### src/rtl/FetchStage.sv
`timescale 1ns/100ps

module FetchStage #(
  parameter int instrMemWords = 64
) (
  input  logic        clk,
  input  logic        reset,
  input  logic        run,
  input  logic        stall,
  input  logic        imemWrite,
  input  logic [31:0] imemAddress,
  input  logic [31:0] imemData,
  output logic [31:0] idInstruction,
  output logic        idValid
);

  localparam int addrBits = $clog2(instrMemWords);

  logic [31:0] instrMem [instrMemWords];
  logic [31:0] pc;
  logic [31:0] fetchedInstruction;

  // Program load port takes a word index on imemAddress
  always_ff @(posedge clk) begin
    if (imemWrite) begin
      instrMem[imemAddress[addrBits-1:0]] <= imemData;
    end
  end

  assign fetchedInstruction = instrMem[pc[addrBits+1:2]];

  always_ff @(posedge clk) begin
    if (reset || !run) begin
      pc <= '0;
    end else if (!stall) begin
      pc <= pc + 32'd4;
    end
  end

  // ****************************************
  // IF/ID register
  // ****************************************
  always_ff @(posedge clk) begin
    if (reset) begin
      idValid <= 1'b0;
    end else if (!stall) begin
      idValid <= run;
    end
  end

  // Held in place while decode waits on a load
  always_ff @(posedge clk) begin
    if (!stall) begin
      idInstruction <= fetchedInstruction;
    end
  end

endmodule

### config.mk
export PLATFORM = sky130hd
export DESIGN_NAME = FetchStage
export DESIGN_NICKNAME = d
export VERILOG_FILES = /design/src/rtl/FetchStage.sv
export SDC_FILE = /design/constraint.sdc
export NUM_CORES = 2
export LEC_CHECK = 0
export BUFFER_PORTS_ARGS = -buffer_cell sky130_fd_sc_hd__buf_4
export CAP_MARGIN = 20
export CORE_MARGIN = 10
export CORE_UTILIZATION = 62
export DETAILED_ROUTE_END_ITERATION = 10
export GPL_ROUTABILITY_DRIVEN = 0
export GPL_TIMING_DRIVEN = 0
export PLACE_DENSITY_LB_ADDON = 0.08
export SETUP_SLACK_MARGIN = 0.1
export SYNTH_ARGS = -nofsm -noshare
export SYNTH_HDL_FRONTEND = slang
export SYNTH_SLANG_ARGS = --single-unit
export TNS_END_PERCENT = 5
### constraint.sdc
create_clock -name clk -period 4.92 [get_ports clk]
set_input_delay 0.492 -clock clk [delete_from_list [all_inputs] [get_ports clk]]
set_output_delay 0.492 -clock clk [all_outputs]
set_load 0.05 [all_outputs]
==> impl_metrics.sql <==
INSERT INTO impl_metrics (metric_group, metric, value, unit) VALUES
('route', 'drt-total-wl', '263000', 'um'),
('worst_setup_path', 'r2r.worst_path.cells', '9', ''),
('clocking', 'post_cts.repair.setup_buffers', '0', ''),
('worst_setup_path', 'worst-setup-path-type', 'flop to flop', ''),
('timing', 'holdWs', '0.0654', 'ns'),
('outcome', 'outcome', 'complete, no violations', ''),
('synth', 'ys_types', '55', ''),
('power_and_ir_drop', 'cellLeakagePower', '28.1', 'nW'),
('grt', 'groute.usage.overall', '37.0', '%'),
('worst_setup_path', 'end_kind', 'flop', ''),
('timing', 'report.final.hold_viol_count', '0', ''),
('synth', 'syn-mean-instance-area', '21.9', 'um^2'),
('floorplanning', 'core_region_area', '128000', 'um^2'),
('clocking', 'cts-root-to-sink-buffers', '3', ''),
('timing', 'setup_violations', '0', ''),
('min_path', 'min-delay-path-class', 'input pin to flop', ''),
('worst_setup_path', 'r2r_end', 'idInstruction[2]$_DFFE_PN_', ''),
('place', 'detailedPlace.worstSlack', '0.810', 'ns'),
('worst_setup_path', 'critical_path_peak_fanout', '10', ''),
('grt', 'grt_first_pass_wirelength', '354000', 'um'),
('synth', 'synth_enable_flop_cells', '2080', ''),
('grt', 'number_of_antenna_violations_at_the_first_check_in_global_routing', '8', ''),
('worst_setup_path', 'path_buf_inv', '4', ''),
('worst_setup_path', 'critPathLaunchType', 'flop', ''),
('timing', 'final.setup_skew', '0.0287', 'ns'),
('clocking', 'cts_tree', 'done', ''),
('clocking', 'clock_tree.htree_level_count', '4', ''),
('power_and_ir_drop', 'power.switching', '0.00740', 'W'),
('worst_setup_path', 'reg2reg_from', 'pc[4]$_SDFFE_PP0N_', ''),
('synth', 'ys_ff_latch', '2087', ''),
('clocking', 'clock_insertion_delay_worst_skew', '0.84', 'ns'),
('grt', 'grt_max_degree', '65', ''),
('route', 'drc_errors', '0', ''),
('clocking', 'cts_buffers', '198', ''),
('synth', 'sequential_area_share_after_synthesis', '78.4', '%'),
('timing', 'layout_min_cycle_time', '4.36', 'ns'),
('worst_setup_path', 'cp_top_family', 'buffers and inverters', ''),
('route', 'dr_total_vias', '43700', ''),
('timing', 'timing.final.ws_setup', '0.559', 'ns'),
('worst_setup_path', 'rrSetupSlack', '0.56', 'ns'),
('worst_setup_path', 'arrival', '5.00', 'ns'),
('finish', 'final_cell_count_no_fill', '5876', ''),
('finish', 'n_fill_cell', '7206', ''),
('synth', 'synthCells', '3638', ''),
('synth', 'synth_ff_type', 'sky130_fd_sc_hd__edfxtp_1', ''),
('floorplanning', 'floorplan.die_area', '144000', 'um^2'),
('power_and_ir_drop', 'power.sequential.fraction', '54.9', '%'),
('timing', 'unrepaired_setup_endpoints_after_global_routing', 'false', ''),
('floorplanning', 'boundaryPins', '102', ''),
('floorplanning', 'dieHeight', '379', 'um'),
('route', 'detail_route.first_pass.iterations', '7', ''),
('power_and_ir_drop', 'worst_ir_drop_vdd', '392', 'uV'),
('route', 'route.detailed.vias_per_inst', '7.43', ''),
('grt', 'via_count_of_the_first_global_routing_pass', '42500', ''),
('clocking', 'clk_transition_reported_paths', '0.07', 'ns'),
('timing', 'worstMarginPinSlew', '1.30', 'ns'),
('run', 'maxCapViolations', '0', ''),
('clocking', 'clock_sinks', '2087', ''),
('route', 'detail_route.iter0.violations', '7810', ''),
('synth', 'synthesis.area', '79800', 'um^2'),
('power_and_ir_drop', 'switching_share', '20.6', '%'),
('synth', 'ys_warn_count', '0', ''),
('power_and_ir_drop', 'fraction_of_power_consumed_by_the_clock_network', '41.6', '%'),
('power_and_ir_drop', 'totalPowerFinal', '0.0359', 'W'),
('worst_setup_path', 'crit_chain', 'buf_4, buf_2, nor2_2, buf_2, clkbuf_1, a22oi_1, nand2_1, nand2_1, o21ai_1', ''),
('worst_setup_path', 'cpMaxStageDelayCell', 'sky130_fd_sc_hd__clkbuf_1', ''),
('min_path', 'hold-path-endpoint', 'pc[3]$_SDFFE_PP0N_', ''),
('synth', 'synth_fp_nets', '3708', ''),
('place', 'post-dp-hpwl', '174000', 'um'),
('power_and_ir_drop', 'p_int', '0.0285', 'W'),
('route', 'number_of_routed_nets_with_antenna_violations', '0', '');
-- logic make-up (layout without fill, tap and decap cells) --
family                   Yosys count  in the layout  synth area share [%]
AND/OR/NAND/NOR                  269            269                  1.49
multiplexers                     683            683                  14.9
AO/OA/AOI/OAI                    384            384                  3.41
buffers and inverters            210            781                  1.70
XOR/XNOR                           4              4                0.0439
flip-flops                      2087           2087                  78.4
adder cells (fa/ha/maj)            1              1                0.0157
other                              0              5                     0
-- cells in the mapped netlist, types with 15 or more instances --
cell type | n | share of area (%)
sky130_fd_sc_hd__edfxtp_1 | 2080 | 78
sky130_fd_sc_hd__mux4_2 | 405 | 11
sky130_fd_sc_hd__mux2i_1 | 261 | 3.3
sky130_fd_sc_hd__nor2_1 | 110 | 0.52
sky130_fd_sc_hd__nand2_1 | 75 | 0.35
sky130_fd_sc_hd__a22oi_1 | 70 | 0.66
sky130_fd_sc_hd__clkbuf_1 | 65 | 0.31
sky130_fd_sc_hd__o22ai_1 | 62 | 0.49
sky130_fd_sc_hd__buf_2 | 58 | 0.36
sky130_fd_sc_hd__a211oi_1 | 54 | 0.51
sky130_fd_sc_hd__a21oi_1 | 46 | 0.29
sky130_fd_sc_hd__buf_4 | 34 | 0.32
sky130_fd_sc_hd__o21ai_0 | 32 | 0.20
sky130_fd_sc_hd__buf_6 | 31 | 0.44
sky130_fd_sc_hd__nand3_1 | 27 | 0.17
sky130_fd_sc_hd__o221ai_1 | 27 | 0.30
sky130_fd_sc_hd__mux2_2 | 17 | 0.24
sky130_fd_sc_hd__a22o_1 | 16 | 0.18
sky130_fd_sc_hd__nand2b_1 | 16 | 0.13
sky130_fd_sc_hd__a221oi_1 | 15 | 0.16
-- routing by layer --
metal	wire length, um	global-route usage (%)
met3	40800	14.3
met1	84700	46.4
met4	19700	22.1
met2	118000	55.2
met5	49	0
-- state kept, by name, summed over array words and instances (netlist names) --
register       count
instrMem        2048
idValid            1
idInstruction     32
pc                 6
-- final cells by class --
class                   instances  area share (%)
clock inverters               123            1.16
repair buffers                205            3.48
plain buffers                 208            1.47
diodes                          5          0.0136
inverters                       2         0.00817
clock buffers                 243            5.67
multi-input cells            1341            17.8
well taps                    1662            2.26
flip-flops and latches       2087            68.1
-- layout by cell type, fill, tap and decap left out, drive strengths merged, types with 11 or more instances in the layout --
| master | instances |
|---|---|
| a2111oi | 11 |
| a211oi | 54 |
| a21oi | 46 |
| a221oi | 15 |
| a22o | 16 |
| a22oi | 70 |
| buf | 345 |
| bufinv | 18 |
| clkbuf | 308 |
| clkinv | 91 |
| edfxtp | 2080 |
| inv | 11 |
| mux2 | 17 |
| mux2i | 261 |
| mux4 | 405 |
| nand2 | 75 |
| nand2b | 16 |
| nand3 | 27 |
| nor2 | 112 |
| nor2b | 14 |
| o211ai | 11 |
| o21ai | 46 |
| o221ai | 27 |
| o22ai | 62 |
-- repair_timing --
| action | 4_1_cts | 5_1_grt |
|---|---|---|
| hold buffers | 2 | 0 |
| resized for setup | 0 | 0 |
| hold endpoints to repair | 1 | 0 |
-- tightest hold or removal path, delay by kind of cell --
| family | cells | cell delay (ns) |
|---|---|---|
| buffers and inverters | 1 | 0.18 |
| AND/OR/NAND/NOR | 1 | 0.08 |
| multiplexers | 1 | 0.09 |
-- worst max-delay path by stage --
stage / slack (ns) / startpoint / depth (start not counted) / to
floorplan: 1.09 / imemAddress[5] / 4 / instrMem[48][0]$_DFFE_PP_
global placement: -3.76 / imemAddress[5] / 5 / instrMem[49][24]$_DFFE_PP_
detailed placement: 0.81 / pc[4]$_SDFFE_PP0N_ / 9 / idInstruction[5]$_DFFE_PN_
CTS: 0.78 / pc[4]$_SDFFE_PP0N_ / 9 / idInstruction[5]$_DFFE_PN_
global route: 0.62 / pc[4]$_SDFFE_PP0N_ / 9 / idInstruction[5]$_DFFE_PN_
finish: 0.56 / pc[4]$_SDFFE_PP0N_ / 9 / idInstruction[2]$_DFFE_PN_
-- per-stage QoR --
step	cell area (um^2)	TNS (ns)
after floorplan	79800	0
after global placement	82500	-1438.77
after detailed placement	85600	0
after CTS	91900	0
after global routing	91900	0
final	91900	0
-- power by group through the flow --
stage | Combinational (W) | Clock (W) | Sequential (W)
6_report | 0.00125 | 0.0150 | 0.0197
5_1_grt | 0.00128 | 0.0156 | 0.0197
4_1_cts | 0.00122 | 0.0149 | 0.0197
3_5_place_dp | 0.00121 | 0 | 0.0201
3_3_place_gp | 0.00111 | 0 | 0.0201
2_1_floorplan | 0.000519 | 0 | 0.0201
(Power assumes the default switching activity.)
