===== src/rtl/rvIsaPkg.sv =====
package rvIsaPkg;

  typedef enum logic [6:0] {
    opReg   = 7'b0110011,
    opImm   = 7'b0010011,
    opLoad  = 7'b0000011,
    opStore = 7'b0100011
  } rvOpcode_t;

  // One instruction word seen through the R, I and S field layouts
  typedef union packed {
    struct packed {
      logic [6:0] funct7;
      logic [4:0] rs2;
      logic [4:0] rs1;
      logic [2:0] funct3;
      logic [4:0] rd;
      logic [6:0] opcode;
    } rType;
    struct packed {
      logic [11:0] imm12;
      logic [4:0]  rs1;
      logic [2:0]  funct3;
      logic [4:0]  rd;
      logic [6:0]  opcode;
    } iType;
    struct packed {
      logic [6:0] immHigh;
      logic [4:0] rs2;
      logic [4:0] rs1;
      logic [2:0] funct3;
      logic [4:0] immLow;
      logic [6:0] opcode;
    } sType;
  } rvInstr_t;

  typedef enum logic [3:0] {
    aluAdd,
    aluSub,
    aluAnd,
    aluOr,
    aluXor,
    aluSlt,
    aluSll,
    aluSrl
  } aluOp_t;

  localparam logic [2:0] funct3AddSub = 3'b000;
  localparam logic [2:0] funct3Sll    = 3'b001;
  localparam logic [2:0] funct3Slt    = 3'b010;
  localparam logic [2:0] funct3Xor    = 3'b100;
  localparam logic [2:0] funct3Srl    = 3'b101;
  localparam logic [2:0] funct3Or     = 3'b110;
  localparam logic [2:0] funct3And    = 3'b111;
  // lw and sw share this width code
  localparam logic [2:0] funct3Word   = 3'b010;

  localparam logic [6:0] funct7Base   = 7'b0000000;
  localparam logic [6:0] funct7Sub    = 7'b0100000;

endpackage


===== src/rtl/pipeCtrlPkg.sv =====
package pipeCtrlPkg;

  // Source of an ALU operand in execute
  typedef enum logic [1:0] {
    fwdNone = 2'b00,
    fwdWb   = 2'b01,
    fwdMem  = 2'b10
  } fwdSel_t;

  // x0 is never written, never forwarded and always reads zero
  localparam logic [4:0] zeroReg = 5'd0;

endpackage


===== src/rtl/ExecuteStage.sv =====
`timescale 1ns/100ps

module ExecuteStage
  import rvIsaPkg::*, pipeCtrlPkg::*;
(
  input  logic        clk,
  input  logic        reset,
  input  logic [31:0] exLhsValue,
  input  logic [31:0] exRhsValue,
  input  logic [4:0]  exLhsIndex,
  input  logic [4:0]  exRhsIndex,
  input  logic [4:0]  exWriteIndex,
  input  logic [31:0] exImmediate,
  input  aluOp_t      exAluOp,
  input  logic        exAluSrc,
  input  logic        exMemRead,
  input  logic        exMemWrite,
  input  logic        exMemToReg,
  input  logic        exRegWrite,
  input  logic [4:0]  wbWriteIndex,
  input  logic [31:0] wbWriteData,
  input  logic        wbRegWrite,
  output logic [31:0] memAluResult,
  output logic [31:0] memStoreData,
  output logic [4:0]  memWriteIndex,
  output logic        memMemRead,
  output logic        memMemWrite,
  output logic        memMemToReg,
  output logic        memRegWrite
);

  fwdSel_t     lhsSel;
  fwdSel_t     rhsSel;
  logic [31:0] lhsOperand;
  logic [31:0] rhsRegister;
  logic [31:0] rhsOperand;
  logic [31:0] aluResult;

  // ****************************************
  // Forwarding
  // ****************************************
  // Newest producer wins, so memory is checked before writeback
  function automatic fwdSel_t pickSource(input logic [4:0] index);
    if (index == zeroReg) begin
      return fwdNone;
    end
    if (memRegWrite && memWriteIndex == index) begin
      return fwdMem;
    end
    if (wbRegWrite && wbWriteIndex == index) begin
      return fwdWb;
    end
    return fwdNone;
  endfunction

  function automatic logic [31:0] operandValue(input fwdSel_t sel, input logic [31:0] regValue);
    case (sel)
      fwdMem:  return memAluResult;
      fwdWb:   return wbWriteData;
      default: return regValue;
    endcase
  endfunction

  always_comb begin
    lhsSel      = pickSource(exLhsIndex);
    rhsSel      = pickSource(exRhsIndex);
    lhsOperand  = operandValue(lhsSel, exLhsValue);
    rhsRegister = operandValue(rhsSel, exRhsValue);
    // Store data keeps the forwarded register and skips the immediate
    rhsOperand  = exAluSrc ? exImmediate : rhsRegister;
  end

  // ****************************************
  // ALU
  // ****************************************
  always_comb begin
    case (exAluOp)
      aluSub:  aluResult = lhsOperand - rhsOperand;
      aluAnd:  aluResult = lhsOperand & rhsOperand;
      aluOr:   aluResult = lhsOperand | rhsOperand;
      aluXor:  aluResult = lhsOperand ^ rhsOperand;
      aluSlt:  aluResult = {31'd0, $signed(lhsOperand) < $signed(rhsOperand)};
      aluSll:  aluResult = lhsOperand << rhsOperand[4:0];
      aluSrl:  aluResult = lhsOperand >> rhsOperand[4:0];
      default: aluResult = lhsOperand + rhsOperand;
    endcase
  end

  // EX/MEM register
  always_ff @(posedge clk) begin
    memAluResult  <= aluResult;
    memStoreData  <= rhsRegister;
    memWriteIndex <= exWriteIndex;
  end

  always_ff @(posedge clk) begin
    if (reset) begin
      memMemRead  <= 1'b0;
      memMemWrite <= 1'b0;
      memMemToReg <= 1'b0;
      memRegWrite <= 1'b0;
    end else begin
      memMemRead  <= exMemRead;
      memMemWrite <= exMemWrite;
      memMemToReg <= exMemToReg;
      memRegWrite <= exRegWrite;
    end
  end

endmodule


===== config.mk =====
export PLATFORM = sky130hd
export DESIGN_NAME = ExecuteStage
export DESIGN_NICKNAME = d
export VERILOG_FILES = /design/src/rtl/rvIsaPkg.sv /design/src/rtl/pipeCtrlPkg.sv /design/src/rtl/ExecuteStage.sv
export SDC_FILE = /design/constraint.sdc
export NUM_CORES = 1
export LEC_CHECK = 0
export BUFFER_PORTS_ARGS = -buffer_cell sky130_fd_sc_hd__buf_2
export CELL_PAD_IN_SITES_DETAIL_PLACEMENT = 1
export CELL_PAD_IN_SITES_GLOBAL_PLACEMENT = 2
export CORE_ASPECT_RATIO = 0.7
export CORE_MARGIN = 10
export CORE_UTILIZATION = 28
export DETAILED_ROUTE_END_ITERATION = 8
export PLACE_DENSITY_LB_ADDON = 0.1
export SLEW_MARGIN = 25
export SYNTH_ARGS = -nofsm -noshare
export SYNTH_HDL_FRONTEND = slang
export SYNTH_SLANG_ARGS = --single-unit

===== constraint.sdc =====
create_clock -name clk -period 5.6 [get_ports clk]
set_input_delay 0.84 -clock clk [delete_from_list [all_inputs] [get_ports clk]]
set_output_delay 0.84 -clock clk [all_outputs]
set_load 0.05 [all_outputs]

==> results of run 1 <==
[area by class of cell]
cell class | count | area share [%]
clock buffers | 11 | 1.40
repair buffers | 687 | 27.7
clock inverters | 5 | 0.362
inverters | 126 | 2.76
well taps | 535 | 3.87
multi-input cells | 1371 | 55.4
flip-flops and latches | 73 | 8.44
diodes | 3 | 0.0434
[registers in the layout, indices dropped and copies added, names as in the netlist]
name           count
memRegWrite        1
memStoreData      32
memMemRead         1
memWriteIndex      5
memMemToReg        1
memAluResult      32
memMemWrite        1
[placed cells by master (no fill, tap or decap), types with 11 or more instances in the layout]
cell type	count
nand2_1	209
buf_4	435
clkbuf_16	13
o21ai_2	20
buf_2	232
nor3_2	11
a22oi_1	76
o211ai_1	28
o21bai_1	12
o22ai_1	17
o221ai_1	15
o21ai_0	125
nand2b_1	21
xnor2_1	16
o21ai_1	31
a31oi_1	18
a211oi_1	24
a221oi_1	16
a21o_1	15
a21oi_1	105
dfxtp_1	73
mux2i_1	74
nor3_1	20
a21oi_2	21
nor2b_1	13
nand3_1	33
nor2_1	162
inv_1	119
ha_1	91
[worst register-to-register path, delay by kind of cell (launching register included)]
family | cells | cell delay, ps
compound gates | 8 | 1380
xor+xnor | 1 | 100
fa+ha+maj | 2 | 470
buf+inv | 5 | 640
flops | 1 | 490
simple gates | 8 | 2160
[timing repair]
item / in CTS / in global routing
gates cloned: 0 / 4
setup endpoints to repair: 14 / 24
gates resized for setup: 44 / 122
pin swaps: 5 / 47
setup buffers: 2 / 14
[path summary, 6_finish.rpt]
kind              cells after the start        startpoint          endpoint  slack, ps
setup / recovery                     28     exRhsIndex[1]  memAluResult[28]         50
hold / removal                        1   exWriteIndex[4]  memWriteIndex[4]        560
setup reg to reg                     24  memWriteIndex[1]   memAluResult[0]        220
hold reg to reg                       4  memAluResult[28]  memStoreData[28]        660
[routing by layer]
metal	wire length (µm)	vias up	track usage, %
met2	31500	699	42.7
met1	39100	7796	46.1
li1	-	7292	-
met3	8130	63	8.04
met5	15	-	0
met4	1270	2	5.37
[through the flow]
stage          std cells  setup TNS [ps]
2_1_floorplan       1699               0
3_3_place_gp        2773           -8720
3_5_place_dp        2773          -10530
4_1_cts             2791           -26.3
5_1_grt             2808            -435
6_report            2811               0
[power breakdown]
group          internal, W  leakage (nW)  total [W]  switching [W]
Combinational     0.000938          7.37    0.00247        0.00153
Clock             0.000362         0.143   0.000652       0.000290
Sequential        0.000595         0.615   0.000704       0.000108
[logic make-up after synthesis]
family | Yosys count | share of synthesized area (%)
DFF | 73 | 12.8
and+or+nand+nor | 528 | 20.4
adders and majority gates | 103 | 11.4
AOI/OAI and AO/OA | 626 | 36.4
muxes | 87 | 7.93
xor gates and xnor gates | 27 | 2.07
buffers and inverters | 255 | 9.06
==> results.cfg, run 1 <==
[sta]
tightest_slew_ps = 776
slew-limit-headroom_pct = 48.3
setup_violations = 0
fin_crit_ps = 5550
max_clock_freq_ghz = 0.180
layout_setup_ws_ps = 47.4
timing.final.crit_share_pct = 99.2
rsz0062_at_grt = yes
whs_ps = 564
skew_ps = 29.5
hold_viol = 0
drv_slew = 0

[synthesis]
yosysTopAreaCellShare_pct = 12.8
syn_inst = 1699
synthesis.nets = 1962
synth-seq-area-share_pct = 12.8
synth_ff_type = dfxtp_1
synth_common_cells = 209 x nand2_1, 167 x nor2_1, 150 x o21ai_0
synth.area.top_cells = dfxtp_1 13%, ha_1 11%, nand2_1 6.9%, mux2i_1 6.6%, o21ai_0 6.6%
yosysMostFrequentCell = nand2_1
synth_area_leader_cell = dfxtp_1
yosys_warnings = 0
synth-edff-count = 0
yosysUniqueCellTypes = 93
syn_avg_cell_area_um2 = 6.73
ys_async_sr_fraction_pct = 0
syn_area_mm2 = 0.0114
ys_ff_latch = 73

[finish]
multi_input_comb_area_mm2 = 0.00959
utilization_pct = 43.3
final_area_mm2 = 0.0173
area_delta_synth_final_pct = 51.3
seq_area_mm2 = 0.00146
drive_gt1_share_pct = 37.9
fillers = 5119
nNetsFinal = 2531

[routing]
ant_nets = 0
wl_per_cell_um = 28.5
via_count = 15900
drc_errors = 0
drt_iter0_drc = 1459
first_pass_iters = 5
viasPerCell = 5.64
routed_wl_um = 80000

[setup_path]
critPathSlowestCell = a21oi_1
path_delay_family = compound AO/OA/AOI/OAI gates
crit_type = in2reg
max_stage_delay_ps = 420
worstPathRequired_ps = 5850
crit_arrival_ps = 5800
path_max_fanout = 7
cp-start-kind = input pin
critPathCaptureType = register
worst-path-buf-inv = 10
crit_path_frequent_cell = buf_4

[cts]
hold_buffers = 0
cts_made_buffers = 9
cts_tree = yes
clockRootBuffer = clkbuf_16
clk_pin_slew_ps = 70
clock_sinks = 73
clk_latency_ps = 390
cts_htree_levels = 3
max-clock-path-buffers = 2

[power]
fin_total_pwr_w = 0.00383
power_density_mw_per_mm2 = 221
ir_drop_uv = 127
p_leak_nw = 8.13

[floorplan]
core-area_mm2 = 0.0400
dieHeight_um = 189
die_w_um = 262
io_pins = 233
rows = 61
start_util_pct = 28.6
die_area_mm2 = 0.0495

[place]
io_buffers = 232
place_area_mm2 = 0.0161
post-place-ws_ps = -866
dp_hpwl_um = 65800
gp_congestion = 0.975

[grt]
antenna_found_initial = 1
grt_start_max_net_pins = 64
grt_usage_pct = 30.8
grt_overflow = 0
grt_pass1_wl_um = 113000
grt_pass1_vias = 15600

[hold_path]
hold_path_class = in2reg

[run]
drv_cap = 0

[status]
status = complete, no violations
Power figures use the tool's default switching activity.
==> run 2, diff against run 1 <==
Settings changed: SETUP_SLACK_MARGIN set to 0.2, SLEW_MARGIN 25 to unset.
==> results.cfg, run 2 (same netlist as run 1, synthesis figures left out) <==
[status]
status = complete, no violations

[routing]
first_pass_iters = 6
via_count = 16200
viasPerCell = 5.72
wl_per_cell_um = 28.9
drc_errors = 0
routed_wl_um = 81800
ant_nets = 0
drt_iter0_drc = 1733

[finish]
fillers = 5108
final_area_mm2 = 0.0179
final_common_cell = buf_4
area_delta_synth_final_pct = 56.9
drive_gt1_share_pct = 40.8
reg.largest.list = memAluResult (32), memStoreData (32), memWriteIndex (5)
nNetsFinal = 2550
instances_no_fill = 2828
final_cell_mix = 442 x buf_4, 229 x buf_2, 209 x nand2_1, 150 x nor2_1, 120 x inv_1

[floorplan]
dieHeight_um = 189
start_util_pct = 28.6
die_w_um = 262
core-area_mm2 = 0.0400
die_area_mm2 = 0.0495
io_pins = 233
rows = 61

[power]
p_leak_nw = 8.28
power_density_mw_per_mm2 = 221
ir_drop_uv = 171

[cts]
clk_pin_slew_ps = 70
hold_buffers = 0
max-clock-path-buffers = 2
clk_latency_ps = 360
cts_tree = yes
clockRootBuffer = clkbuf_16
clock_sinks = 73
cts_htree_levels = 3
cts_made_buffers = 9

[setup_path]
cp-start-kind = input pin
crit_path_cell_trace = buf_2 -> xor2_2 -> nor4_2 -> and3_1 -> nor4_2 -> buf_4 -> ha_4 -> buf_12 -> nor2b_1 -> o31a_1 -> buf_4 -> ha_1 -> o21a_1 -> o31ai_2 -> buf_4 -> or4b_4 -> a221oi_4 -> buf_6 -> o2111ai_4 -> o221ai_2 -> o31ai_2 -> a2bb2oi_2 -> a22oi_2 -> or4_1
crit_type = in2reg
worstPathRequired_ps = 5840
crit_path_frequent_cell = buf_4
max_stage_delay_ps = 500
path_max_fanout = 8
critPathSlowestCell = or4b_4
r2r_cells = 23
critPathCaptureType = register
crit_arrival_ps = 5630

[hold_path]
min_path_cells = 1
hold_path_class = in2reg

[sta]
setup_violations = 0
skew_ps = 13.2
drv_slew = 0
tightest_slew_ps = 1110
rsz0062_at_grt = yes
timing.final.crit_share_pct = 96.3
fin_crit_ps = 5390
max_clock_freq_ghz = 0.186
slew-limit-headroom_pct = 25.7
hold_viol = 0

[grt]
grt_pass1_vias = 15800
grt_overflow = 0
grt_pass1_wl_um = 113000
grt_start_max_net_pins = 64
grt_usage_pct = 31.0
antenna_found_initial = 1

[place]
gp_congestion = 1.02
dp_hpwl_um = 66400
place_inst = 2755
place_area_mm2 = 0.0160
io_buffers = 232

[run]
drv_cap = 0
## run 2: cell count changes in the layout (fill, tap and decap cells not counted), sizes merged
cell / change
clkinv: +2
clkbuf: -3
bufinv: +1
diode: -2
inv: -2
buf: +21
## run 2: cell type report
cell class	instances	area, µm²	share of cell area, %
Antenna cell	1	2.50	0.0139
Clock buffer	10	229	1.28
Clock inverter	6	92.6	0.516
Inverter	126	475	2.65
Multi-Input combinational cell	1371	10000	55.7
Sequential cell	73	1460	8.14
Tap cell	535	669	3.73
Timing Repair Buffer	706	5010	27.9
## run 2: worst paths after layout
check / to / from / slack, ps
setup / recovery: memAluResult[20] / exRhsIndex[4] / 210
hold / removal: memWriteIndex[3] / exWriteIndex[3] / 570
setup reg to reg: memAluResult[20] / memWriteIndex[4] / 400
hold reg to reg: memStoreData[4] / memAluResult[4] / 710
## run 2: critical path: cells and delay by family
kind                       cells  cell delay (ps)
buffers and inverters          6              970
xor gates and xnor gates       1              190
AOI/OAI and AO/OA              9             1400
and+or+nand+nor                6             1600
adders and majority gates      2              630
## run 2: layer usage
layer  global-route usage, %  vias up  part of all wire (%)
li1                        -     7321                     -
met1                    42.9     7969                    45
met2                    43.1      774                    41
met3                    11.4      111                    11
met4                    10.2        0                   3.4
met5                       0        -                     0
## run 2: repair_timing
action / in CTS / in global routing
resized for setup: 87 / 175
cloned: 2 / 2
buffers inserted: 20 / 32
pin swaps: 22 / 63
endpoints found under the setup margin: 25 / 25
## run 2: where the power goes
part | total (W) | switching, W | internal (W)
Combinational | 0.00260 | 0.00161 | 0.000991
Sequential | 0.000696 | 0.000100 | 0.000595
Clock | 0.000665 | 0.000272 | 0.000392
Total | 0.00396 | 0.00198 | 0.00198
## run 2: metrics by stage
stage          setup slack, ps  setup TNS [ps]  utilization [%]  total power (W)  hold slack (ps)
2_1_floorplan             10.8               0                -          0.00185              845
3_3_place_gp              -899          -11420             39.9          0.00300              726
3_5_place_dp              -875          -14120             39.9          0.00301              721
4_1_cts                    118               0             42.2          0.00375              572
5_1_grt                   26.5               0             44.9          0.00412              568
6_report                   210               0             44.9          0.00396              574
